[src/logic/pi1_pkg.sv]
// pi1 bus definitions
// opcodes, reset commands and the request and response records of the memory subsystem

package pi1_pkg;

	////////////////////
	// widths

	localparam int ARCH_W  = 32; // data bits
	localparam int ADDR_W  = 30; // word address
	localparam int SEL_W   = ARCH_W / 8; // one select per byte
	localparam int SLOT_AW = 10; // 1024 words per slot

	////////////////////
	// encodings

	typedef enum logic [1:0] {
		PI1_NOP   = 2'd0,
		PI1_WRITE = 2'd1,
		PI1_READ  = 2'd2,
		PI1_RDWR  = 2'd3 // swap, old word comes back
	} pi1_op_e;

	typedef enum logic [1:0] {
		RST_NONE   = 2'd0,
		RST_WARM   = 2'd1,
		RST_PWROFF = 2'd2
	} rst_cmd_e;

	////////////////////
	// bus records

	typedef struct packed {
		pi1_op_e             op;
		logic [ADDR_W-1:0] addr;
		logic [ARCH_W-1:0] data;
		logic [SEL_W-1:0]  sel;
	} pi1_req_t;

	typedef struct packed {
		logic [ARCH_W-1:0] data;
		logic              rdy;
	} pi1_rsp_t;

endpackage

[src/logic/rst_seq.sv]
// reset sequencer
// stretches external and warm resets to RST_CYCLES and latches power-off

module rst_seq
	import pi1_pkg::*;
#(
	parameter int RST_CYCLES = 16
) (
	input  logic     clk120mhz,
	input  logic     rst_p,
	input  rst_cmd_e rst_cmd_i,
	output logic     sys_rst_o,
	output logic     halted_o
);

	localparam int CNT_W = $clog2(RST_CYCLES + 1);

	logic [CNT_W-1:0] rst_cnt;
	logic             pwroff_q;

	always_ff @(posedge clk120mhz) begin
		if (rst_p || rst_cmd_i == RST_WARM) begin
			rst_cnt <= CNT_W'(RST_CYCLES); // reload, warm reset restarts the count
		end else if (rst_cnt != '0) begin
			rst_cnt <= rst_cnt - 1'b1;
		end
	end

	// only the external reset brings the system back from power-off
	always_ff @(posedge clk120mhz) begin
		if (rst_p) begin
			pwroff_q <= 1'b0;
		end else if (rst_cmd_i == RST_PWROFF) begin
			pwroff_q <= 1'b1;
		end
	end

	assign sys_rst_o = (rst_cnt != '0) || pwroff_q;
	assign halted_o  = pwroff_q;

endmodule
[config.mk]
export PLATFORM = sky130hd
export DESIGN_NAME = rst_seq
export DESIGN_NICKNAME = d
export VERILOG_FILES = /design/src/logic/pi1_pkg.sv /design/src/logic/rst_seq.sv
export SDC_FILE = /design/constraint.sdc
export NUM_CORES = 1
export LEC_CHECK = 0
export BUFFER_PORTS_ARGS = -buffer_cell sky130_fd_sc_hd__buf_2
export CORE_AREA = 4 4 41 43
export CTS_CLUSTER_DIAMETER = 60
export DETAILED_ROUTE_END_ITERATION = 16
export DIE_AREA = 0 0 45 47
export GPL_ROUTABILITY_DRIVEN = 0
export PLACE_DENSITY_LB_ADDON = 0.15
export SYNTH_ARGS = -nofsm -noshare
export SYNTH_HDL_FRONTEND = slang
export SYNTH_SLANG_ARGS = --single-unit
[constraint.sdc]
create_clock -name clk120mhz -period 2.35 [get_ports clk120mhz]
set_input_delay 0.47 -clock clk120mhz [delete_from_list [all_inputs] [get_ports clk120mhz]]
set_output_delay 0.47 -clock clk120mhz [all_outputs]
set_load 0.005 [all_outputs]
==> flow_summary.ini <==
[worst_setup_path]
crit_type = reg -> out
cp_slowest_cell = nor4b_4
cp.required_ns = 1.88
critPathCaptureType = primary output
worstPathCellList = inv_1, ha_1, nor4b_4, or2b_1, buf_2
cp-start-kind = flop
worst-endpoint-arrival_ns = 1.61
cpPeakStageDelay_ns = 0.37
path_max_fanout = 6

[drt]
wl_per_cell_um = 9.90
firstDrtPassIters = 2
routed_wl_um = 515
drc = 0
ant_nets = 0
viasPerCell = 4.13
vias = 215
drtIter0Drc = 3

[die]
chipHeight_um = 47
pin_count = 6
initial_core_util_pct = 22.2
die_width_um = 45
core_area_mm2 = 0.00130
dieArea_mm2 = 0.00212
num_rows = 13

[yosys]
yosys_warnings = 0
ys_seq_area_share_pct = 41.6
yosysTopAreaCell = dfxtp_1
syn-num-nets = 35
avgSynthCellArea_um2 = 9.97
synthCells = 29
synth_seq_cells = 6
yosys.area.top_type_share_pct = 41.6
ys_types = 14
syn-cell-area_um2 = 289
netlist_top_cells_area = dfxtp_1 (42%), xnor2_1 (9.1%), ha_1 (8.7%)

[global_routing]
grt-ovfl-total = 0
antenna_found_initial = 0
grt_max_degree = 7
grt_pass1_wl_um = 890
grt_util_all_layers_pct = 6.72
grt_pass1_vias = 226

[clocking]
numCtsBuffers = 3
ctsResizeCount = 0
cts_buffer_depth = 2
cts_max_level = 1
hold_buffers = 0
postCtsSetupRepairBufs = 0
cts_tree = yes
cts_root_buffer = clkbuf_4
path_clk_slew_ns = 0.05
cts.sink_count = 6
clk_latency_ns = 0.24

[sta]
period_needed_ns = 2.08
finalSetupTns_ns = 0
max_freq_mhz = 480
worst_pin_slew_ns = 0.433
finalHoldViolCount = 0
drv_slew = 0
clock_skew_ns = 0.00331
setup_viol = 0
timing.final.crit_share_pct = 88.7
rsz0062_at_grt = no
max-slew-margin-rel_pct = 71.1

[placement]
dp_hpwl_um = 422
place_inst = 49
io_buffers = 5

[finish]
drive_gt1_share_pct = 24.3
multi_input_area_um2 = 158
fillers = 143
fin_nets = 45
final_cell_mix = dfxtp_1 (6), buf_2 (5)
mostFrequentLayoutCell = dfxtp_1
seq_area_um2 = 120
utilization_pct = 27.3
area_growth_pct = 22.9
final_cells = 52
diodes = 0

[power]
power.leakage_uw = 0.000146
vdd_drop_max_uv = 433
power.density_mw_per_mm2 = 1000

[hold_path]
hold_class = in -> reg

[outcome]
outcome = completed

[flow_run]
cap_viol_max_count = 0
-- cell type report --
class / instances / area share [%]
multi-input cells: 20 / 44.4
flip-flops and latches: 6 / 33.8
repair buffers: 5 / 7.04
clock buffers: 3 / 6.34
well taps: 15 / 5.28
inverters: 3 / 3.17
-- report_power, final --
| group | internal, µW | total (µW) | switching (µW) |
|---|---|---|---|
| logic | 62.1 | 112 | 49.8 |
| registers | 126 | 150 | 24.9 |
| clock network | 57.7 | 93.5 | 35.8 |
| total | 245 | 356 | 110 |
-- final timing paths --
check	from	to	slack (ns)	cells after the start
worst min-delay path	rst_p	halted_o	0.39	2
worst max-delay path	rst_cnt[0]	sys_rst_o	0.27	5
worst max register to register	rst_cnt[0]	rst_cnt[4]	1.01	5
worst min register to register	halted_o	halted_o	0.49	2
-- stage by stage --
stage	power, µW	hold WS [ns]	setup WS (ns)	cell area (µm²)
CTS	363	0.382	0.242	355
global placement	261	0.463	0.540	333
finish	356	0.391	0.266	355
global route	391	0.387	0.169	355
detailed placement	265	0.485	0.519	333
floorplan	240	0.476	0.769	289
-- cell usage after synthesis --
library cell  instances
or2b_1                1
o21bai_1              1
inv_1                 3
nor3b_1               1
dfxtp_1               6
nor3_1                3
nor4b_4               1
a211o_1               1
a21oi_1               1
nor2b_1               2
ha_1                  2
a211oi_1              1
nor2_1                3
xnor2_1               3
-- routing by layer --
layer	global-route usage [%]	share of wire, %
met1	6.62	46
met5	0	0
met2	9.89	45
met4	1.75	0
met3	6.90	8.9
-- cell families after synthesis --
group                      synth area share, %
AOI/OAI and AO/OA                         9.96
xor gates and xnor gates                  9.09
adders and majority gates                 8.66
buffers and inverters                     3.90
DFF                                       41.6
and+or+nand+nor                           26.8
-- flip-flops by register name (all words and copies together), names as in the netlist --
| name | flops |
|---|---|
| rst_cnt | 5 |
| halted_o | 1 |
-- worst max-delay path, delay by kind of cell, from the launching register on --
family / cells / cell delay (ns)
simple gates: 2 / 0.63
buf+inv: 2 / 0.23
fa+ha+maj: 1 / 0.19
flops: 1 / 0.32
Power figures use the tool's default switching activity.
