## src/logic/pi1_pkg.sv

```systemverilog
// pi1 bus definitions
// opcodes, reset commands and the request and response records of the memory subsystem

package pi1_pkg;

	////////////////////
	// widths

	localparam int ARCH_W  = 32; // data bits
	localparam int ADDR_W  = 30; // word address
	localparam int SEL_W   = ARCH_W / 8; // one select per byte
	localparam int SLOT_AW = 10; // 1024 words per slot

	////////////////////
	// encodings

	typedef enum logic [1:0] {
		PI1_NOP   = 2'd0,
		PI1_WRITE = 2'd1,
		PI1_READ  = 2'd2,
		PI1_RDWR  = 2'd3 // swap, old word comes back
	} pi1_op_e;

	typedef enum logic [1:0] {
		RST_NONE   = 2'd0,
		RST_WARM   = 2'd1,
		RST_PWROFF = 2'd2
	} rst_cmd_e;

	////////////////////
	// bus records

	typedef struct packed {
		pi1_op_e             op;
		logic [ADDR_W-1:0] addr;
		logic [ARCH_W-1:0] data;
		logic [SEL_W-1:0]  sel;
	} pi1_req_t;

	typedef struct packed {
		logic [ARCH_W-1:0] data;
		logic              rdy;
	} pi1_rsp_t;

endpackage

```

## src/logic/pi1_resp_mux.sv

```systemverilog
// pi1 response multiplexer
// returns data and rdy of the addressed slot, or the invalid-device answer

module pi1_resp_mux
	import pi1_pkg::*;
#(
	parameter int NDEV = 3
) (
	input  logic [NDEV:0] slot_sel_i,
	input  logic          inval_i,
	input  pi1_rsp_t      slot_rsp_i [NDEV+1],
	output pi1_rsp_t      rsp_o
);

	pi1_rsp_t sel_rsp;

	// one-hot select, so an AND-OR is enough
	always_comb begin
		sel_rsp = '0;
		for (int s = 0; s <= NDEV; s++) begin
			sel_rsp.data = sel_rsp.data | (slot_rsp_i[s].data & {ARCH_W{slot_sel_i[s]}});
			sel_rsp.rdy  = sel_rsp.rdy | (slot_rsp_i[s].rdy & slot_sel_i[s]);
		end
	end

	always_comb begin
		if (inval_i) begin
			rsp_o.data = '0; // invalid device reads zero
			rsp_o.rdy  = 1'b1;
		end else begin
			rsp_o = sel_rsp;
		end
	end

endmodule

```

## config.mk

```make
export PLATFORM = sky130hd
export DESIGN_NAME = pi1_resp_mux
export DESIGN_NICKNAME = d
export VERILOG_FILES = /design/src/logic/pi1_pkg.sv /design/src/logic/pi1_resp_mux.sv
export SDC_FILE = /design/constraint.sdc
export NUM_CORES = 1
export LEC_CHECK = 0
export ABC_AREA = 0
export BUFFER_PORTS_ARGS = -buffer_cell sky130_fd_sc_hd__buf_2
export CAP_MARGIN = 30
export CORE_AREA = 2 2 66 68
export DETAILED_ROUTE_END_ITERATION = 8
export DIE_AREA = 0 0 68 70
export GPL_ROUTABILITY_DRIVEN = 0
export PLACE_DENSITY_LB_ADDON = 0.05
export SLEW_MARGIN = 30
export SYNTH_ARGS = -nofsm -noshare
export SYNTH_HDL_FRONTEND = slang
export SYNTH_SLANG_ARGS = --single-unit
```

## constraint.sdc

```tcl
create_clock -name vclk -period 1.7
set_input_delay 0.34 -clock vclk [all_inputs]
set_output_delay 0.34 -clock vclk [all_outputs]
set_load 0.1 [all_outputs]
```

==> reports/qor.yml <==
outcome:
  status: "complete, no violations"
cells_and_area:
  final-seq-area_um2: 0
  seq_cells: 0
  drive_gt1_share_pct: 76.3
  syn2layout_area_growth_pct: 227
  multi_input_area_um2: 1020
  nets: 417
  stdcell_count: 330
  nClkBuffers: 0
  fillCellCount: 351
  antenna_cells: 0
global_routing:
  grt_pass1_wl_um: 7730
  track_usage_pct: 19.8
  met1_usage_pct: 23.8
  met3_usage_pct: 4.35
  grt_use_met2_pct: 36.2
  grt_max_degree: 34
  first_global_vias: 1710
  grt-ovfl-total: 0
  grt-busiest-layer: "met2"
  antenna_found_initial: 0
setup_path:
  cp_max_fo: 16
  cp_num_buf_inv: 3
  critPathMaxStageDelay_ns: 0.29
  path_depth: 5
  critical-path-top-delay-family: "buffers and inverters"
  crit_chain: "clkbuf_4 > buf_12 > a22oi_1 > a21oi_4 > buf_12"
  worstSetupEndpointType: "output pin"
  critPathLaunch: "slot_sel_i[1]"
  critical_path.most_common_cell: "buf_12"
  arrival_ns: 1.27
  crit_path_end: "rsp_o[31]"
  cp-start-kind: "input port"
  critPathKind: "in -> out"
  cp.required_ns: 1.36
  slowest_stage: "a22oi_1"
sta:
  final.min_clock_period_ns: 1.61
  tns_ns: 0
  fmax_ghz: 0.621
  whs_ns: 1.07
  rsz0062_at_grt: "false"
  tightestPinTransition_ns: 0.353
  min_period_over_period_pct: 94.7
  finalMaxSlewViolations: 0
  hold_violations: 0
  relSlewSlack_pct: 76.5
  setup_viol: 0
yosys:
  yosysWarnings: 0
  synth_xor_area_share_pct: 0
  ys_seq_area_share_pct: 0
  synth-compound-area-share_pct: 82.9
  yosysTopAreaCell: "a22oi_1"
  yosys-top-cells-count: "a22oi_1, a21oi_1, buf_4"
  synth_top_family_by_area: "compound AO/OA/AOI/OAI gates"
  synthAdderAreaFrac_pct: 0
  synth.avg_cell_area_um2: 6.65
  synthSimpleGateAreaFrac_pct: 0.475
  syn_inst: 119
  synth_mux_area_share_pct: 0
  synth.net_count: 256
  synthTopCellsByArea: "a22oi_1, a21oi_1, buf_4, buf_2, buf_6"
  yosysTopAreaCellShare_pct: 60.8
  synth_most_common_cell: "a22oi_1"
  syn-cell-area_um2: 791
  synth_cell_types: 8
route:
  drtIter0Drc: 78
  wl_per_cell_um: 14.7
  wl_um: 4870
  drtPass1Iterations: 6
  route.vias.total: 1728
  antenna_left: 0
  viasPerCell: 5.24
  drc: 0
place:
  place_hpwl_um: 4020
  numPlacedInstances: 330
  io_buffers: 170
power_and_ir_drop:
  total_power_mw: 1.26
  leakage_nw: 1.18
  power_density_nw_per_um2: 489
  ir_worst_vdd_mv: 0.249
floorplanning:
  rows: 24
  die-area_um2: 4760
  die_x_um: 68
  die_h_um: 70
  core-area_um2: 4140
  ios: 170
  initial_core_util_pct: 19.1
clock_network:
  post_cts_buffers: 0
  hold_buffers: 0
flow_run:
  maxCapViolCount: 0
min_path:
  min_path_type: "in -> out"
final cells by class:
type | count | share of cell area [%]
tap | 52 | 2.52
multi-input combinational | 99 | 39.6
timing repair buffer | 179 | 57.9
placed cells by master, fill, tap and decap left out:
master,count
buf_2,134
buf_12,39
nand2_2,1
a22oi_1,64
a21oi_4,32
clkbuf_4,1
a222oi_1,1
buf_4,5
a21oi_1,1
metal layers:
metal,vias up,wire length [um]
li1,820,-
met2,95,2540
met5,-,0
met4,0,19
met3,2,517
met1,811,1790
metrics by stage:
stage	area, um2	worst slack [ns]	utilization, %
global route	2580	0.0223	62.3
global placement	2580	-0.164	62.2
finish	2580	0.0900	62.3
detailed placement	2580	-0.179	62.2
CTS	2580	0.0577	62.3
floorplan	1160	0.0314	-
cell families (layout without fill, tap and decap cells):
kind of cell / count (synthesis) / after routing
compound gates: 98 / 98
buf+inv: 20 / 179
simple gates: 1 / 1
how the worst min path moves through the flow:
stage             startpoint  endpoint  slack, ns  depth (start not counted)
2_1_floorplan        inval_i  rsp_o[1]       0.98                          2
3_3_place_gp   slot_rsp_i[0]  rsp_o[0]       1.07                          4
3_5_place_dp   slot_rsp_i[0]  rsp_o[0]       1.08                          4
4_1_cts        slot_rsp_i[0]  rsp_o[0]       1.08                          4
5_1_grt        slot_rsp_i[0]  rsp_o[0]       1.10                          4
6_report       slot_rsp_i[0]  rsp_o[0]       1.07                          4
power breakdown:
| part | leakage [nW] | internal, mW | switching [mW] |
|---|---|---|---|
| combinational | 1.18 | 0.498 | 0.765 |
| sequential | 0 | 0 | 0 |
| clock | 0 | 0 | 0 |
timing repair:
| action | CTS | global route |
|---|---|---|
| setup endpoints to repair | 32 | 2 |
| endpoints found under the hold margin | 0 | 0 |
| pin swaps | 0 | 0 |
| resized for setup | 1 | 1 |
tightest hold or removal path, stage by stage:
cell and delay [ns]:
buf_2 0.07, a222oi_1 0.06, nand2_2 0.08, buf_12 0.17
No activity file was read; power rests on OpenSTA's default activity.
