**src/logic/pi1_pkg.sv**
```systemverilog
// pi1 bus definitions
// opcodes, reset commands and the request and response records of the memory subsystem

package pi1_pkg;

	////////////////////
	// widths

	localparam int ARCH_W  = 32; // data bits
	localparam int ADDR_W  = 30; // word address
	localparam int SEL_W   = ARCH_W / 8; // one select per byte
	localparam int SLOT_AW = 10; // 1024 words per slot

	////////////////////
	// encodings

	typedef enum logic [1:0] {
		PI1_NOP   = 2'd0,
		PI1_WRITE = 2'd1,
		PI1_READ  = 2'd2,
		PI1_RDWR  = 2'd3 // swap, old word comes back
	} pi1_op_e;

	typedef enum logic [1:0] {
		RST_NONE   = 2'd0,
		RST_WARM   = 2'd1,
		RST_PWROFF = 2'd2
	} rst_cmd_e;

	////////////////////
	// bus records

	typedef struct packed {
		pi1_op_e             op;
		logic [ADDR_W-1:0] addr;
		logic [ARCH_W-1:0] data;
		logic [SEL_W-1:0]  sel;
	} pi1_req_t;

	typedef struct packed {
		logic [ARCH_W-1:0] data;
		logic              rdy;
	} pi1_rsp_t;

endpackage

```
**src/logic/pi1_decoder.sv**
```systemverilog
// pi1 address decoder
// routes the master request to one slot and flags unmapped addresses

module pi1_decoder
	import pi1_pkg::*;
#(
	parameter int NDEV = 3
) (
	input  logic          clk120mhz,
	input  logic          sys_rst_i,
	input  pi1_req_t      req_i,
	output pi1_req_t      slot_req_o [NDEV+1],
	output logic [NDEV:0] slot_sel_o,
	output logic          inval_o
);

	localparam int IDX_W = ADDR_W - SLOT_AW;

	logic [IDX_W-1:0] slot_idx;
	logic             req_act;
	logic             inval_hit;
	logic             inval_q; // invalid answer given last cycle
	pi1_req_t         req_q;

	assign slot_idx  = req_i.addr[ADDR_W-1:SLOT_AW];
	assign req_act   = !sys_rst_i && (req_i.op != PI1_NOP);
	assign inval_hit = req_act && (slot_idx > IDX_W'(NDEV));

	always_comb begin
		for (int s = 0; s <= NDEV; s++) begin
			slot_sel_o[s]      = req_act && (slot_idx == IDX_W'(s));
			slot_req_o[s]      = req_i;
			slot_req_o[s].addr = {{IDX_W{1'b0}}, req_i.addr[SLOT_AW-1:0]}; // in-slot offset
			if (!slot_sel_o[s]) begin
				slot_req_o[s].op = PI1_NOP;
			end
		end
	end

	////////////////////
	// invalid device

	// a request still held after its answer is not answered twice
	assign inval_o = inval_hit && !(inval_q && (req_i == req_q));

	always_ff @(posedge clk120mhz) begin
		if (sys_rst_i) begin
			inval_q <= 1'b0;
		end else begin
			inval_q <= inval_o;
		end
	end

	always_ff @(posedge clk120mhz) begin
		req_q <= req_i;
	end

endmodule

```
**config.mk**
```make
export PLATFORM = sky130hd
export DESIGN_NAME = pi1_decoder
export DESIGN_NICKNAME = d
export VERILOG_FILES = /design/src/logic/pi1_pkg.sv /design/src/logic/pi1_decoder.sv
export SDC_FILE = /design/constraint.sdc
export NUM_CORES = 1
export LEC_CHECK = 0
export BUFFER_PORTS_ARGS = -buffer_cell sky130_fd_sc_hd__buf_4
export CAP_MARGIN = 20
export CORE_AREA = 2 2 135 137
export DETAILED_ROUTE_END_ITERATION = 8
export DIE_AREA = 0 0 137 139
export PLACE_DENSITY = 0.58
export SLEW_MARGIN = 20
export SYNTH_ARGS = -nofsm -noshare
export SYNTH_HDL_FRONTEND = slang
export SYNTH_SLANG_ARGS = --single-unit
```
**constraint.sdc**
```tcl
create_clock -name clk120mhz -period 2.6 [get_ports clk120mhz]
set_input_delay 0.13 -clock clk120mhz [delete_from_list [all_inputs] [get_ports clk120mhz]]
set_output_delay 0.13 -clock clk120mhz [all_outputs]
set_load 0.01 [all_outputs]
```
==> results of run 1 <==
## worst paths after layout
kind,depth (start not counted),startpoint,endpoint
worst max-delay path,8,req_i[63],slot_req_o[270]
worst min-delay path,4,sys_rst_i,inval_q$_SDFF_PP0_
worst max register to register,5,req_q[30]$_DFF_P_,inval_q$_SDFF_PP0_
worst min register to register,3,req_q[25]$_DFF_P_,inval_q$_SDFF_PP0_
## final cells by class
cell class | count | area (sq um)
fillers | 1829 | 11750
repair buffers | 334 | 2678
flip-flops and latches | 69 | 1381
multi-input cells | 204 | 1224
well taps | 229 | 286.5
clock buffers | 12 | 246.5
inverters | 13 | 48.80
clock inverters | 4 | 47.55
## state kept, by name (all words and copies together) (netlist names)
register	flops
req_q	68
inval_q	1
## critical path: cells and delay by family
family | cells | cell delay, ns
buf+inv | 3 | 0.81
simple gates | 5 | 1.18
## through the flow
| stage | worst slack, ns | util |
|---|---|---|
| finish | 0.3463 | 0.3348 |
| global route | 0.1526 | 0.3348 |
| CTS | 0.2993 | 0.3348 |
| detailed placement | 0.8659 | 0.2796 |
| global placement | 0.8400 | 0.2796 |
| floorplan | 1.116 | - |
## kinds of logic after synthesis
group                     count (synthesis)  synth area share
buffers and inverters                   277            0.4680
and+or+nand+nor                          58           0.08045
DFF                                      69            0.3183
other                                     1         0.0008642
AOI/OAI and AO/OA                        13           0.02537
xor gates and xnor gates                 53            0.1070
## synthesized netlist by cell type, types with 2 or more instances
cell type,number
o2111ai_1,4
nor2_1,8
nor4_1,9
o22ai_1,2
and2_1,4
nand2b_1,11
nand4_1,13
inv_1,13
dfxtp_1,69
nor2b_1,2
o21a_1,2
nand3_1,4
buf_4,264
nand2_1,2
xnor2_1,52
## layer usage
layer / wire (um) / vias to the layer above / share of wire
met2: 5437 / 185 / 0.53
met5: 0 / - / 0
met3: 827 / 9 / 0.080
li1: - / 1471 / -
met1: 3902 / 1323 / 0.38
met4: 131 / 0 / 0.013
## power breakdown
| part | total, mW | switching [mW] | internal, mW |
|---|---|---|---|
| registers | 1.14 | 0.0226 | 1.12 |
| clock network | 1.22 | 0.458 | 0.766 |
| logic | 0.718 | 0.333 | 0.385 |
| total | 3.08 | 0.814 | 2.27 |
## repair_timing
action                    CTS  global route
buffers inserted            0             0
hold endpoints to repair   68             0
hold buffers               68             0
==> metrics.md, run 1 <==
| Metric | Value |
|---|---|
| Outcome | finished, final reports clean |
| Post-Route Setup TNS | 0 ns |
| Final HPWL DP | 8006 um |
| Clock tree buffer depth | 2 |
| RSZ-0062 raised after global routing | no |
| Placed Cells | 781 |
| GRT met1 Usage | 0.1130 |
| Fin cells | 865 |
| Syn Std Cell Area | 4339 sq um |
| CP max FO | 3 |
| Cell Rows | 49 |
| Number of synthesized register bits | 69 |
| GRT met3 Usage | 0.02887 |
| Max-cap violations | 0 |
| TritonCTS buffer count | 9 |
| Design area | 5912 sq um |
| Most frequent cells in the layout | buf_4, conb_1, dfxtp_1, dlygate4sd3_1, xnor2_1 |
| Antenna violation net count after detailed routing | 0 |
| WS Path Type | in -> out |
| Routed WL | 10300 um |
| Core area | 17660 sq um |
| Crit path largest cell delay | 0.54 ns |
| Commonest non-fill, non-tap cell in the layout | buf_4 |
| Number of synthesis warnings | 0 |
| Post-synth EDFFs | 0 |
| Power Density | 521.0 nW/um^2 |
| Nets | 701 |
| Synth-to-layout area growth | 36.25% |
| Vias/cell | 3.454 |
| Hold Crit Class | in -> reg |
| Iteration-0 DRC Markers | 56 |
| Clk_lat worst skew | 0.33 ns |
| Chip width | 137 um |
| Slowest-stage cell, CP | dlygate4sd3_1 |
| Fmax achieved | 0.4437 GHz |
| Tmin final | 2.254 ns |
| Vias | 2988 |
| CP Data Arrival Time | 2.12 ns |
| Share of post-route cells with drive strength above 1 | 0.4434 |
| Final setup violation count | 0 |
| TritonCTS clock tree | built |
| Final hold viol count | 0 |
| H-tree level count | 3 |
| N_diodes | 0 |
| R2R Setup Slk | 1.05 ns |
| Clk_skew | 0.005964 ns |
| Die Area | 19040 sq um |
| Post-CTS sizing | 0 |
| Placed cell area | 4937 sq um |
| Power Total | 3.080 mW |
| Max VDD drop | 0.0003259 V |
| CTS root buf | clkbuf_16 |
| Sequential fraction of the synthesis area | 0.3183 |
| GP Congestion | 0.6853 |
| PortBufs | 266 |
| CP Cell Sequence | dlygate4sd3_1, buf_4, nor4_1, nand3_1, nor4_1, and2b_1, and2_1, buf_4 |
| Initial Utilization | 0.2457 |
| GRT busiest layer | met2 |
| Post-synth ARST share | 0 |
| Largest net degree at the start of global routing | 12 |
| Num Clock Sinks | 69 |
| Post-synthesis area per instance | 9.213 sq um |
| Chip Height | 139 um |
| Leak | 2.858 nW |
| Num ports | 347 |
| Max-slew violation count | 0 |
| Ys flop type | dfxtp_1 |
| First-pass GRT wire length | 14780 um |
| Drt drc | 0 |
| Yosys cell types | 27 |
| Met2 Track Usage GR | 0.1870 |
| Clock transition at path regs | 0.06 ns |
| Initial antenna violation count | 0 |
| Area share of the largest cell type after synthesis | 0.4567 |
| Critical Path RT | 2.47 ns |
| GRT overflow | 0 |
| Routed len/inst | 11.91 um |
| WHS | 0.2417 ns |
| Crit. End Element | output port |
| Synth area leader | buf_4 |
| Period Utilization, post-route | 0.8668 |
| Largest cells by area after synthesis | buf_4, dfxtp_1, xnor2_1 |
| Mapped Cells | 471 |
| CP startpoint kind | input port |
| Vias in the first global route | 2766 |
| GR Util All Layers | 0.1030 |
| Drt first pass iters | 4 |
No activity file was read; power rests on OpenSTA's default activity.
==> inputs of run 2 (changes only) <==
--- a/config.mk
+++ b/config.mk
@@ -5,12 +5,13 @@
 export SDC_FILE = /design/constraint.sdc
 export NUM_CORES = 1
 export LEC_CHECK = 0
+export ABC_AREA = 1
 export BUFFER_PORTS_ARGS = -buffer_cell sky130_fd_sc_hd__buf_4
 export CAP_MARGIN = 20
-export CORE_AREA = 2 2 135 137
+export CORE_AREA = 2 2 134 136
 export DETAILED_ROUTE_END_ITERATION = 8
-export DIE_AREA = 0 0 137 139
-export PLACE_DENSITY = 0.58
+export DIE_AREA = 0 0 136 138
+export PLACE_DENSITY = 0.61
 export SLEW_MARGIN = 20
 export SYNTH_ARGS = -nofsm -noshare
 export SYNTH_HDL_FRONTEND = slang
==> run 2 against run 1 <==
Effect of this change: clock skew is 0.0017 ns lower; first-iteration DRC count is 100% higher; largest cell class unchanged; register-to-register slack improved by 0.17 ns; die area decreased by 1.4%; combinational power up 3.8%; critical endpoint is now inval_o.
==> metrics.md, run 2 <==
| Metric | Value |
|---|---|
| Final setup margin | 0.5417 ns (+0.1953 ns) |
| PortBufs | 266 (unchanged) |
| Largest Register | req_q |
| Count leader, synth | buf_4 |
| Num Clock Sinks | 69 (unchanged) |
| Clock tree buffer depth | 2 (unchanged) |
| Outcome | finished, final reports clean |
| Area share of the largest cell type after synthesis | 0.4129 (-0.04382) |
| Period Utilization, post-route | 0.7917 (-0.07513) |
| Post-Synth Simple-Gate Area | 0.1903 (+0.1099) |
| Post-synth ARST share | 0 (unchanged) |
| Max-slew violation count | 0 (unchanged) |
| Fmax achieved | 0.4858 GHz (+9.5%) |
| Most frequent cells in the layout | buf_4, nand2_1, inv_1, conb_1, dfxtp_1 |
| Hold Crit Class | in -> reg |
| GRT overflow | 0 (unchanged) |
| Synth area leader | buf_4 |
| Sequential fraction of the synthesis area | 0.2878 (-0.03054) |
| Placed Cells | 980 (+25%) |
| Drt drc | 0 (unchanged) |
| Max VDD drop | 0.0002816 V (-14%) |
| Final HPWL DP | 7967 um (-0.49%) |
| Post-Synth Adder-Cell Area | 0 (unchanged) |
| CP startpoint kind | input port |
| Largest family of logic cells by synthesized area | buffers and inverters |
| GP Congestion | 0.6961 (+1.6%) |
| Setup WS pre-CTS | 0.9609 ns (+0.09508 ns) |
| GR Util All Layers | 0.1073 (+0.004251) |
| H-tree level count | 3 (unchanged) |
| Cell Rows | 49 (unchanged) |
| Vias | 3713 (+24%) |
| TritonCTS clock tree | built |
| Core area | 17530 sq um (-0.69%) |
| Yosys cell types | 17 (-37%) |
| Post-Route Setup TNS | 0 ns (unchanged) |
| Iteration-0 DRC Markers | 112 (+100%) |
| Share of post-route cells with drive strength above 1 | 0.3497 (-0.09370) |
| Mux cell area share after synthesis | 0 (unchanged) |
| TritonCTS buffer count | 9 (unchanged) |
| First-pass GRT wire length | 15880 um (+7.5%) |
| Clock transition at path regs | 0.06 ns (about the same) |
| Chip Height | 138 um (-0.72%) |
| Number of synthesized register bits | 69 (unchanged) |
| Die Area | 18770 sq um (-1.4%) |
| N_diodes | 0 (unchanged) |
| Most instantiated cells after synthesis | buf_4, nand2_1, inv_1 |
| Nets | 900 (+28%) |
| Synth Area in Compound Gates | 0.009385 (-0.01599) |
| Mapped Cells | 670 (+42%) |
| Synth-to-layout area growth | 32.92% |
| Initial Utilization | 0.2737 (+0.02798) |
| Commonest non-fill, non-tap cell in the layout | buf_4 |
| Tmin final | 2.058 ns (-0.1953 ns) |
| RSZ-0062 raised after global routing | no |
| Max-cap violations | 0 (unchanged) |
| Num ports | 347 (unchanged) |
| Largest cells by area after synthesis | buf_4, dfxtp_1, nand2_1 |
| Final hold viol count | 0 (unchanged) |
| Critical Path RT | 2.47 ns (about the same) |
| Syn Std Cell Area | 4800 sq um (+11%) |
| Power Total | 3.115 mW (+1.1%) |
| Number of synthesis warnings | 0 (unchanged) |
| Post-synthesis area per instance | 7.164 sq um (-22%) |
| Drt first pass iters | 4 (unchanged) |
| Clk_lat worst skew | 0.33 ns (about the same) |
| WS Path Type | in -> out |
| CTS root buf | clkbuf_16 |
| CP Data Arrival Time | 1.93 ns (-0.19 ns) |
| Initial antenna violation count | 0 (unchanged) |
| Leak | 3.568 nW (+25%) |
| Vias in the first global route | 3223 (+17%) |
| Power Density | 488.3 nW/um^2 (-6.3%) |
| Routed WL | 10400 um (+0.96%) |
| Crit. End Element | output port |
| Max reg flops | 68 (unchanged) |
| Routed len/inst | 9.773 um (-18%) |
| Chip width | 136 um (-0.73%) |
| Final setup violation count | 0 (unchanged) |
| Post-synth EDFFs | 0 (unchanged) |
| Ys flop type | dfxtp_1 |
| Largest net degree at the start of global routing | 13 (+1) |
| Antenna violation net count after detailed routing | 0 (unchanged) |
| Vias/cell | 3.490 (+1.0%) |
| CP max FO | 6 (+3) |
| Clk_skew | 0.004289 ns (-0.001675 ns) |
| Fin cells | 1064 (+23%) |
| Biggest regs | req_q: 68 flops, inval_q: 1 flops |
| Post-synthesis xor/xnor area fraction | 0.02920 (-0.07778) |
run 2: cell count changes after synthesis, moves of 4 or more:
cell / previous run / this run
o21ai_0: 0 / 8
xnor2_1: 52 / 16
and2_1: 4 / 0
nand2b_1: 11 / 0
inv_1: 13 / 88
nand3_1: 4 / 8
nor4_1: 9 / 2
nand2_1: 2 / 131
o2111ai_1: 4 / 0
nand4_1: 13 / 7
nor2_1: 8 / 61
or2_2: 0 / 8
run 2: metrics by stage:
step	utilization	instance area (sq um)	hold slack [ns]
final	0.3639	6380	0.1717
after global routing	0.3639	6380	0.2107
after CTS	0.3639	6380	0.1538
after detailed placement	0.3078	5398	0.2526
after global placement	0.3078	5398	0.2458
after floorplan	-	5096	0.1577
run 2: critical path: stages:
cell	delay, ns
dlygate4sd3_1	0.53
buf_4	0.11
inv_1	0.10
nand2_1	0.08
nand2_1	0.04
nor2_1	0.11
nand2_1	0.07
nor2_1	0.10
nand2_1	0.11
nor2_1	0.12
nand3_1	0.12
nand2_1	0.11
inv_1	0.05
buf_4	0.14
run 2: area by class of cell:
| type | instances | area, sq um |
|---|---|---|
| flip-flops and latches | 69 | 1381 |
| fillers | 1843 | 11150 |
| multi-input cells | 327 | 1399 |
| repair buffers | 334 | 2678 |
| inverters | 89 | 334.1 |
| well taps | 229 | 286.5 |
| clock inverters | 5 | 58.81 |
| clock buffers | 11 | 242.7 |
run 2: routing by layer:
| metal | track usage | vias to the layer above | wire (um) |
|---|---|---|---|
| met5 | 0 | - | 0 |
| met4 | 0.04715 | 0 | 241 |
| met3 | 0.02787 | 17 | 755 |
| met2 | 0.1917 | 178 | 5413 |
| met1 | 0.1179 | 1570 | 3987 |
| li1 | - | 1948 | - |
run 2: path summary, 6_finish.rpt:
kind / start / to / slack, ns / depth (start not counted)
setup reg to reg: req_q[1]$_DFF_P_ / inval_q$_SDFF_PP0_ / 1.22 / 11
setup / recovery: req_i[67] / inval_o / 0.54 / 14
hold / removal: sys_rst_i / inval_q$_SDFF_PP0_ / 0.17 / 6
hold reg to reg: req_q[32]$_DFF_P_ / inval_q$_SDFF_PP0_ / 0.86 / 8
run 2: repair_timing:
action	CTS	global route
endpoints found under the hold margin	68	0
buffers inserted	0	0
gates resized for setup	0	0
hold buffers	68	0
run 2: logic make-up after synthesis:
family | Yosys count
buffers and inverters | 353
AND/OR/NAND/NOR | 222
flip-flops | 69
XOR/XNOR | 16
AO/OA/AOI/OAI | 9
other | 1
run 2: report_power, final:
part | internal (mW) | total (mW) | leakage, nW | switching, mW
sequential | 1.12 | 1.14 | 0.582 | 0.0227
combinational | 0.380 | 0.745 | 2.84 | 0.364
clock | 0.770 | 1.23 | 0.142 | 0.462
