**src/logic/pi1_pkg.sv**
```systemverilog
// pi1 bus definitions
// opcodes, reset commands and the request and response records of the memory subsystem

package pi1_pkg;

	////////////////////
	// widths

	localparam int ARCH_W  = 32; // data bits
	localparam int ADDR_W  = 30; // word address
	localparam int SEL_W   = ARCH_W / 8; // one select per byte
	localparam int SLOT_AW = 10; // 1024 words per slot

	////////////////////
	// encodings

	typedef enum logic [1:0] {
		PI1_NOP   = 2'd0,
		PI1_WRITE = 2'd1,
		PI1_READ  = 2'd2,
		PI1_RDWR  = 2'd3 // swap, old word comes back
	} pi1_op_e;

	typedef enum logic [1:0] {
		RST_NONE   = 2'd0,
		RST_WARM   = 2'd1,
		RST_PWROFF = 2'd2
	} rst_cmd_e;

	////////////////////
	// bus records

	typedef struct packed {
		pi1_op_e             op;
		logic [ADDR_W-1:0] addr;
		logic [ARCH_W-1:0] data;
		logic [SEL_W-1:0]  sel;
	} pi1_req_t;

	typedef struct packed {
		logic [ARCH_W-1:0] data;
		logic              rdy;
	} pi1_rsp_t;

endpackage

```
**src/logic/devtbl.sv**
```systemverilog
// device table
// reports each slot's map size and turns control-word writes into reset commands

module devtbl
	import pi1_pkg::*;
#(
	parameter int NDEV      = 3,
	parameter int DEV_WORDS = 64
) (
	input  logic     clk120mhz,
	input  logic     sys_rst_i,
	input  pi1_req_t req_i,
	output pi1_rsp_t rsp_o,
	output rst_cmd_e rst_cmd_o
);

	localparam logic [ARCH_W-1:0] TBL_WORDS = ARCH_W'(1 << SLOT_AW);

	logic [ARCH_W-1:0] rd_data;
	logic [ARCH_W-1:0] mapsz;
	logic              rdy_q;
	logic              req_new;
	logic              ctl_wr; // write to the control word at offset 0
	rst_cmd_e          cmd_dec;
	rst_cmd_e          cmd_q;

	assign req_new = (req_i.op != PI1_NOP) && !rdy_q;
	assign ctl_wr  = req_new && (req_i.addr == '0) &&
		(req_i.op == PI1_WRITE || req_i.op == PI1_RDWR);

	always_comb begin
		if (req_i.addr == '0) begin
			mapsz = TBL_WORDS; // the table itself
		end else if (req_i.addr <= ADDR_W'(NDEV)) begin
			mapsz = ARCH_W'(DEV_WORDS);
		end else begin
			mapsz = '0;
		end
	end

	always_comb begin
		case (req_i.data[1:0])
			RST_WARM:   cmd_dec = RST_WARM;
			RST_PWROFF: cmd_dec = RST_PWROFF;
			default:    cmd_dec = RST_NONE; // code 3 is ignored
		endcase
	end

	always_ff @(posedge clk120mhz) begin
		if (sys_rst_i) begin
			rdy_q <= 1'b0;
			cmd_q <= RST_NONE;
		end else begin
			rdy_q <= req_new;
			cmd_q <= ctl_wr ? cmd_dec : RST_NONE; // one-cycle pulse in the rdy cycle
		end
	end

	always_ff @(posedge clk120mhz) begin
		if (req_new) begin
			rd_data <= mapsz;
		end
	end

	assign rsp_o.data = rd_data;
	assign rsp_o.rdy  = rdy_q;
	assign rst_cmd_o  = cmd_q;

endmodule

```
**config.mk**
```make
export PLATFORM = sky130hd
export DESIGN_NAME = devtbl
export DESIGN_NICKNAME = d
export VERILOG_FILES = /design/src/logic/pi1_pkg.sv /design/src/logic/devtbl.sv
export SDC_FILE = /design/constraint.sdc
export NUM_CORES = 1
export LEC_CHECK = 0
export ABC_AREA = 0
export BUFFER_PORTS_ARGS = -buffer_cell sky130_fd_sc_hd__buf_2
export CORE_UTILIZATION = 25
export CTS_CLUSTER_DIAMETER = 150
export CTS_CLUSTER_SIZE = 40
export DETAILED_ROUTE_END_ITERATION = 12
export PLACE_DENSITY = 0.94
export SLEW_MARGIN = 20
export SYNTH_ARGS = -nofsm -noshare
export SYNTH_HDL_FRONTEND = slang
export SYNTH_SLANG_ARGS = --single-unit
```
**constraint.sdc**
```tcl
create_clock -name clk120mhz -period 1.6 [get_ports clk120mhz]
set_input_delay 0.32 -clock clk120mhz [delete_from_list [all_inputs] [get_ports clk120mhz]]
set_output_delay 0.32 -clock clk120mhz [all_outputs]
set_load 0.01 [all_outputs]
```
==> results of run 1 <==
Yosys cell counts:
| library cell | count |
|---|---|
| nand4_1 | 1 |
| nor3b_1 | 1 |
| nor4_1 | 7 |
| buf_4 | 31 |
| edfxtp_1 | 2 |
| nand3b_1 | 2 |
| nand2_1 | 2 |
| nor3_1 | 2 |
| conb_1 | 1 |
| nand3_1 | 1 |
| nor4_2 | 2 |
| dfxtp_1 | 3 |
| nor2_1 | 5 |
state kept, by name, indices dropped and copies added, names as in the netlist:
signal,flops
rd_data,2
rdy_q,1
rst_cmd_o,2
through the flow:
stage            util  instances  setup WS, ns
2_1_floorplan       -         89        0.4194
3_3_place_gp   0.3382        123        0.2011
3_5_place_dp   0.3382        123        0.1822
4_1_cts        0.3530        127        0.4421
5_1_grt        0.3530        127        0.2718
6_report       0.3530        127        0.4433
metal layers:
metal,track usage,part of all wire,vias to the layer above
li1,-,-,230
met1,0.06729,0.27,206
met2,0.1750,0.51,49
met3,0.01961,0.20,2
met4,0.1059,0.016,0
met5,0,0,-
cell usage in the layout, fill, tap and decap left out, types with 2 or more instances in the layout:
master / n
nor4_2: 2
edfxtp_1: 2
buf_2: 40
nor4_1: 7
dfxtp_1: 3
nand2_1: 2
clkbuf_4: 3
nor3_1: 2
conb_1: 30
nand3b_1: 2
nor2_1: 5
layout make-up:
class                   instances  share of cell area
multi-input cells              53              0.3996
flip-flops and latches          5              0.1909
repair buffers                 40              0.3181
well taps                      25             0.04970
clock buffers                   4             0.04175
path summary, 6_finish.rpt:
path | from | cells past startpoint | to
hold / removal | sys_rst_i | 2 | rdy_q$_SDFF_PP0_
hold reg to reg | rdy_q$_SDFF_PP0_ | 1 | rdy_q$_SDFF_PP0_
setup / recovery | req_i[41] | 4 | rd_data[6]$_SDFFCE_PN0N_
setup reg to reg | rdy_q$_SDFF_PP0_ | 3 | rst_cmd_o[0]$_SDFF_PP0_
power by group through the flow:
stage / clock network, µW / logic, µW / registers, µW
6_report: 144 / 97.7 / 141
5_1_grt: 157 / 112 / 142
4_1_cts: 151 / 97.3 / 141
3_5_place_dp: 0 / 97.1 / 143
3_3_place_gp: 0 / 94.8 / 143
2_1_floorplan: 0 / 101 / 145
logic make-up (layout without fill, tap and decap cells):
kind of cell,count (synthesis),in the layout,share of synthesized area
other,1,30,0.007568
AND/OR/NAND/NOR,23,23,0.2803
buffers and inverters,31,44,0.4697
flip-flops,5,5,0.2424
worst max-delay path, delay by kind of cell:
family / cells / cell delay [ns]
buf+inv: 1 / 0.10
simple gates: 3 / 0.79
==> results by group, run 1 <==
Detailed routing
  – DRC violations left: 0
  – Via count: 487
  – First-pass DRT Iterations: 3
  – Antenna Nets Post-Route: 0
  – Wire per inst: a little under 8 µm
  – Via/cell ratio: between 3 and 4
  – First DRT Iteration DRCs: 5
  – Overall routed net length: 985 µm

Clocking
  – Clock buffer count from CTS: 3
  – Post-CTS sizing: 0
  – # H-tree levels: 1
  – Worst-Skew Late Latency: 0.24 ns
  – CTS root buf: clkbuf_4
  – Worst-path clk slew: 0.04 ns
  – Clk buf depth: 2
  – CTS tree: built
  – # Post-CTS Setup Buffers: 0
  – Clock Sinks: 5
  – Hold_buf cts: 0

Power
  – P per Cell Area: 608.3 nW/µm²
  – Clock power share: 0.376
  – Sequential Power Share: 0.369
  – P_int: about 270 µW
  – Combinational fraction of design power: 0.255
  – Final Power: 382.8 µW
  – Peak supply drop: 0.1960 mV
  – Net Sw Frac: 0.2876
  – Pleak: 0.0003387 µW
  – Switch Pwr: 110.1 µW

Placement
  – Placed Area: between 600 and 700 µm²
  – Placer Congestion: 0.7154
  – IO Port Bufs: 40
  – Detailed placement HPWL: between 800 and 900 µm

Die
  – Number of top-level pins: between 100 and 150
  – Die Wd: 46.52 µm
  – Core footprint: 1783 µm²
  – FP Rows: 15
  – Die Ht: 46.52 µm
  – Starting density of the core: 0.2779
  – Die ar.: 2164 µm²

Finish
  – Area of the multi-input gates: 251.5 µm²
  – # nets final: around 170
  – Share of cells above drive strength 1: 0.4412
  – Filler instances: 201
  – FF+latch area: 120.1 µm²
  – Final Instance Area: approximately 630 µm²
  – Area growth, synth to finish: 27.02%
  – Antenna cells: 0

Timing
  – RSZ-0062 raised after global routing: false
  – Final setup vio count: 0
  – Endpoints failing hold: 0
  – Period utilisation layout: 0.7229
  – Skew final: 0.005875 ns
  – Max Freq: between 800 and 900 MHz
  – Min Tclk post-route: approximately 1.2 ns
  – Fin Setup TNS: 0 ns
  – Max-slew violation count: 0
  – Hold WS: 0.2533 ns

Global routing
  – Initial antenna violation count: 0
  – Total global-route track usage: 0.09193
  – Global route overflow: 0
  – Largest net degree at the start of global routing: 5
  – First-pass GRT wire length: 1359 µm
  – Vias in the first global route: slightly above 400

Synthesis
  – Area leader, netlist: buf_4
  – Top cell type's share of synthesized area: 0.4697
  – Post-synthesis sequential area ratio: 0.2424
  – Mapped Cells: 60
  – Synth warn: 0
  – Syn_area_per_cell: 8.258 µm²
  – Synthesis-stage register bit count: 5
  – Post-synth cell types: 13
  – Post-Syn Area: around 500 µm²
  – Synth area leaders: buf_4, dfxtp_1, edfxtp_1

Critical path
  – Setup slack, reg-to-reg: 0.62 ns
  – Critical Path Max Stage Delay: 0.30 ns
  – CP Capture Type: register
  – Slowest CP cell: nor4_1
  – Crit path launch type: input port
  – Critical path arrival: 1.22 ns
  – Crit path top cell by count: nor4_1
  – Crit-path cells: buf_2 > nor4_1 > nand4_1 > nor4_1
  – WS Path Type: input port to register
  – Critical Path Fanout Max: 4
  – Critical Path RT: 1.66 ns

Run
  – Number of max-cap violations: 0

Worst hold path
  – Hold Crit Class: input port to register

Outcome
  – Status: complete, no violations
No activity file was read; power rests on OpenSTA's default activity.
==> run 2: changes to the inputs <==
CORE_UTILIZATION = 21   (was 25)
PLACE_DENSITY = 0.85   (was 0.94)
clock period = 1.05 ns   (was 1.6 ns; I/O delays follow)
==> results by group, run 2 (synthesis gave the netlist of run 1 again) <==
Outcome
  – Status: complete, no violations

Clocking
  – # Post-CTS Setup Buffers: 0 (unchanged)
  – # H-tree levels: 1 (unchanged)
  – Worst-Skew Late Latency: 0.24 ns (about the same)
  – CTS tree: built
  – Hold_buf cts: 0 (unchanged)
  – CTS root buf: clkbuf_4
  – Clk buf depth: 2 (unchanged)
  – Clock Sinks: 5 (unchanged)
  – Worst-path clk slew: 0.04 ns (about the same)
  – Clock buffer count from CTS: 3 (unchanged)

Placement
  – Placed Area: 606.8 µm² (+0.62%)
  – IO Port Bufs: 40 (unchanged)
  – Placer Congestion: 0.6924 (-3.2%)
  – Detailed placement HPWL: 783.9 µm (-11%)

Power
  – Final Power: 606.9 µW (+59%)
  – Peak supply drop: 0.3580 mV (+83%)
  – Net Sw Frac: 0.2963 (+0.008675)
  – P per Cell Area: 860.0 nW/µm² (+41%)
  – Combinational fraction of design power: 0.282 (+0.027)
  – Pleak: 0.0003518 µW (+3.9%)
  – Switch Pwr: 179.8 µW (+63%)
  – Clock power share: 0.363 (-0.013)
  – Sequential Power Share: 0.355 (-0.014)
  – P_int: 427.1 µW (+57%)

Critical path
  – Crit path launch type: input port
  – WS Path Type: input port to register
  – Critical Path Fanout Max: 4 (unchanged)
  – CP Capture Type: register
  – Critical Path RT: 1.12 ns (-0.54 ns)
  – Critical path arrival: 1.08 ns (-0.14 ns)

Die
  – Number of top-level pins: 105 (unchanged)
  – FP Rows: 17 (+2)
  – Starting density of the core: 0.2240 (-0.05391)
  – Die Ht: 50.58 µm (+8.7%)
  – Die ar.: 2558 µm² (+18%)
  – Die Wd: 50.58 µm (+8.7%)
  – Core footprint: 2212 µm² (+24%)

Global routing
  – Initial antenna violation count: 0 (unchanged)
  – Vias in the first global route: 342 (-15%)
  – Largest net degree at the start of global routing: 5 (unchanged)
  – Total global-route track usage: 0.07393 (-0.01799)
  – Global route overflow: 0 (unchanged)
  – First-pass GRT wire length: 1345 µm (-1.0%)

Finish
  – Final Instance Area: 705.7 µm² (+12%)
  – Area growth, synth to finish: 42.42%
  – Share of cells above drive strength 1: 0.5000 (+0.05882)
  – Commonest non-fill, non-tap cells in the layout: buf_2, conb_1, nor4_2, nor2_1
  – Antenna cells: 0 (unchanged)
  – Most common cell after layout, fill and taps aside: buf_2
  – # nets final: 173 (unchanged)

Detailed routing
  – Overall routed net length: 1007 µm (+2.2%)
  – DRC violations left: 0 (unchanged)
  – Wire per inst: 7.746 µm (-0.13%)
  – Antenna Nets Post-Route: 0 (unchanged)
  – First DRT Iteration DRCs: 6 (+1)
  – Via count: 471 (-3.3%)
  – First-pass DRT Iterations: 4 (+1)
  – Via/cell ratio: 3.623 (-5.5%)

Timing
  – RSZ-0062 raised after global routing: true
  – Min Tclk post-route: 1.014 ns
  – Endpoints failing hold: 0 (unchanged)
  – Skew final: 0.003110 ns (-0.002765 ns)
  – Max Freq: 985.9 MHz
  – Final setup vio count: 0 (unchanged)
  – Period utilisation layout: 0.9660
  – Max-slew violation count: 0 (unchanged)
  – Fin Setup TNS: 0 ns (unchanged)

Worst hold path
  – Hold Crit Class: input port to register

Run
  – Number of max-cap violations: 0 (unchanged)
## run 2: path summary, 6_finish.rpt
kind	start	to	slack, ns	cells past startpoint
min reg2reg	rdy_q$_SDFF_PP0_	rdy_q$_SDFF_PP0_	0.49	1
min	sys_rst_i	rdy_q$_SDFF_PP0_	0.16	2
max reg2reg	rdy_q$_SDFF_PP0_	rst_cmd_o[1]$_SDFF_PP0_	0.12	3
max	req_i[43]	rd_data[6]$_SDFFCE_PN0N_	0.04	4
## run 2: power by group through the flow
stage / Sequential (µW) / Clock [µW] / Combinational, µW
3_3_place_gp: 218 / 0 / 144
5_1_grt: 216 / 252 / 189
2_1_floorplan: 221 / 0 / 154
4_1_cts: 215 / 228 / 168
6_report: 215 / 221 / 171
3_5_place_dp: 218 / 0 / 146
## run 2: per-stage QoR
step                      setup slack (ns)    util  instances  hold slack (ns)
after floorplan                    0.02395       -         89           0.2868
after global placement             -0.2693  0.2743        126           0.3932
after detailed placement           -0.2642  0.2743        126           0.3962
after CTS                        -0.002039  0.3133        130           0.1550
after global routing              -0.07193  0.3190        130           0.1450
final                              0.03574  0.3190        130           0.1616
## run 2: worst max-delay path: stages
cell,delay [ns]
buf_2,0.10
nor4_2,0.25
nand4_1,0.25
nor4_2,0.27
## run 2: cell type report
type | instances | area [µm²]
clock buffers | 4 | 26.28
fillers | 246 | 1506
multi-input cells | 53 | 305.3
flip-flops and latches | 5 | 120.1
well taps | 28 | 35.03
repair buffers | 40 | 219.0
## run 2: metal layers
metal	routed length (µm)	GRT usage	share of wire
met1	279	0.06452	0.28
met2	607	0.1356	0.60
met3	103	0.01818	0.10
met4	17	0.06944	0.017
met5	0	0	0
## run 2: timing repair
action / 4_1_cts / 5_1_grt
resized for setup: 9 / 2
setup endpoints to repair: 2 / 2
pin swaps: 5 / 2
==> run 3: changes to the inputs <==
REMOVE_ABC_BUFFERS = 1   (was unset)
SKIP_LAST_GASP = 1   (was unset)
==> results by group, run 3 (synthesis gave the netlist of run 1 again) <==
Outcome
  – Status: complete, no violations

Global routing
  – Total global-route track usage: 0.08276 (+0.008824)
  – Initial antenna violation count: 0 (unchanged)
  – Global route overflow: 0 (unchanged)
  – First-pass GRT wire length: 1483 µm (+10%)
  – Vias in the first global route: 412 (+20%)
  – Largest net degree at the start of global routing: 5 (unchanged)

Die
  – Die Ht: 50.58 µm (unchanged)
  – Starting density of the core: 0.2240 (unchanged)
  – Number of top-level pins: 105 (unchanged)
  – Die ar.: 2558 µm² (unchanged)
  – Core footprint: 2212 µm² (unchanged)
  – Die Wd: 50.58 µm (unchanged)
  – FP Rows: 17 (unchanged)

Finish
  – Final std cells w/o fill: 132 (+1.5%)
  – Antenna cells: 0 (unchanged)
  – # nets final: 175 (+1.2%)
  – Area of the multi-input gates: 299.0 µm² (-2.0%)
  – FF+latch area: 121.4 µm² (+1.0%)
  – Area growth, synth to finish: 48.23%
  – Filler instances: 237 (-3.7%)
  – Final Instance Area: 734.5 µm² (+4.1%)
  – Commonest non-fill, non-tap cells in the layout: buf_2, conb_1, buf_6
  – Share of cells above drive strength 1: 0.5096 (+0.009615)
  – Most common cell after layout, fill and taps aside: buf_2

Detailed routing
  – Overall routed net length: 1080 µm (+7.2%)
  – DRC violations left: 0 (unchanged)
  – Wire per inst: 8.182 µm (+5.6%)
  – Via/cell ratio: 3.826 (+5.6%)
  – First DRT Iteration DRCs: 4 (-2)
  – Antenna Nets Post-Route: 0 (unchanged)
  – Via count: 505 (+7.2%)
  – First-pass DRT Iterations: 4 (unchanged)

Worst hold path
  – Min-Delay Path Depth: 2 (unchanged)
  – Hold Crit Class: input port to register
  – Hold EP: rdy_q$_SDFF_PP0_
  – Hold Startpoint: sys_rst_i

Timing
  – Max-slew violation count: 0 (unchanged)
  – Max Freq: 989.7 MHz (+0.38%)
  – Endpoints failing hold: 0 (unchanged)
  – Min Tclk post-route: 1.010 ns (-0.003878 ns)
  – Final setup vio count: 0 (unchanged)
  – Fin Setup TNS: 0 ns (unchanged)
  – Period utilisation layout: 0.9623 (-0.003693)
  – Skew final: 0.00008332 ns (-0.003027 ns)
  – RSZ-0062 raised after global routing: true

Clocking
  – # H-tree levels: 1 (unchanged)
  – Clock Sinks: 5 (unchanged)
  – CTS root buf: clkbuf_4
  – Worst-Skew Late Latency: 0.24 ns (about the same)
  – Clk buf depth: 2 (unchanged)
  – Worst-path clk slew: 0.04 ns (about the same)
  – CTS tree: built
  – Clock buffer count from CTS: 3 (unchanged)

Placement
  – Placed insts: 128 (+1.6%)
  – Placed Area: 621.8 µm² (+2.5%)
  – Placer Congestion: 0.6866 (-0.84%)
  – IO Port Bufs: 40 (unchanged)
  – Detailed placement HPWL: 971.5 µm (+24%)

Power
  – Peak supply drop: 0.3188 mV (-11%)
  – P per Cell Area: 846.8 nW/µm² (-1.5%)
  – Pleak: 0.0003679 µW (+4.6%)

Critical path
  – Critical Path Fanout Max: 3 (-1)
  – Crit-path cells: buf_4 > buf_6
  – Setup slack, reg-to-reg: 0.09 ns (-0.03 ns)
  – Critical Path RT: 0.84 ns (-0.28 ns)
  – WS Path Type: register to primary output
  – Kind of cell adding the most delay to the critical path: flip-flops
  – Critical path arrival: 0.80 ns (-0.28 ns)
  – Bufs and invs on worst path: 2 (+1)
  – Slowest CP cell: dfxtp_2
  – Critical Path Max Stage Delay: 0.32 ns (+0.05 ns)
  – Reg-to-Reg End: rd_data[6]$_SDFFCE_PN0N_
  – CP Capture Type: primary output
  – Worst-case reg-to-reg path depth: 2 (-1)
  – Crit path launch type: register
  – Launching point of the worst reg2reg path: rdy_q$_SDFF_PP0_

Run
  – Number of max-cap violations: 0 (unchanged)
run 3: cell count changes in the layout (fill, tap and decap cells not counted):
cell,before,now
buf_2,37,34
buf_4,0,2
buf_6,3,6
dfxtp_1,3,2
dfxtp_2,0,1
nor4_1,2,3
nor4_2,5,4
run 3: area by class of cell:
type / instances / area share
multi-input combinational: 53 / 0.4072
timing repair buffer: 42 / 0.3441
sequential: 5 / 0.1652
tap: 28 / 0.04770
clock buffer: 4 / 0.03578
run 3: report_power, final:
group / internal [µW] / leakage (µW) / switching, µW
logic: 85.9 / 0.000307 / 104
clock network: 143 / 0.0000150 / 73.6
registers: 212 / 0.0000455 / 3.20
total: 441 / 0.000368 / 181
run 3: timing repair:
| item | CTS | global route |
|---|---|---|
| hold buffers | 0 | 0 |
| setup endpoints to repair | 3 | 3 |
| resized for setup | 3 | 11 |
| pin swaps | 1 | 5 |
| setup buffers | 0 | 0 |
| endpoints found under the hold margin | 0 | 0 |
run 3: routing by layer:
metal | part of all wire | up-vias | global-route usage
met4 | 0 | 0 | 0.08333
li1 | - | 234 | -
met3 | 0.11 | 0 | 0.01212
met5 | 0 | - | 0
met1 | 0.31 | 227 | 0.06643
met2 | 0.58 | 44 | 0.1622
run 3: how the worst max path moves through the flow:
stage	start	to	slack (ns)	cells after the start
2_1_floorplan	req_i[62]	rd_data[6]$_SDFFCE_PN0N_	-0.02	3
3_3_place_gp	req_i[62]	rd_data[6]$_SDFFCE_PN0N_	-0.33	4
3_5_place_dp	req_i[62]	rd_data[6]$_SDFFCE_PN0N_	-0.31	4
4_1_cts	req_i[40]	rd_data[6]$_SDFFCE_PN0N_	-0.00005	4
5_1_grt	req_i[43]	rd_data[6]$_SDFFCE_PN0N_	-0.03	4
6_report	rdy_q$_SDFF_PP0_	rsp_o[0]	0.04	2
run 3: metrics by stage:
stage / utilization / worst slack (ns) / hold slack, ns / total power (µW)
2_1_floorplan: - / -0.02061 / 0.2868 / 288.1
3_3_place_gp: 0.2811 / -0.3263 / 0.3927 / 372.6
3_5_place_dp: 0.2811 / -0.3085 / 0.3924 / 375.5
4_1_cts: 0.3009 / -0.00004563 / 0.1520 / 604.3
5_1_grt: 0.3320 / -0.02691 / 0.1540 / 671.7
6_report: 0.3320 / 0.03962 / 0.1516 / 621.9
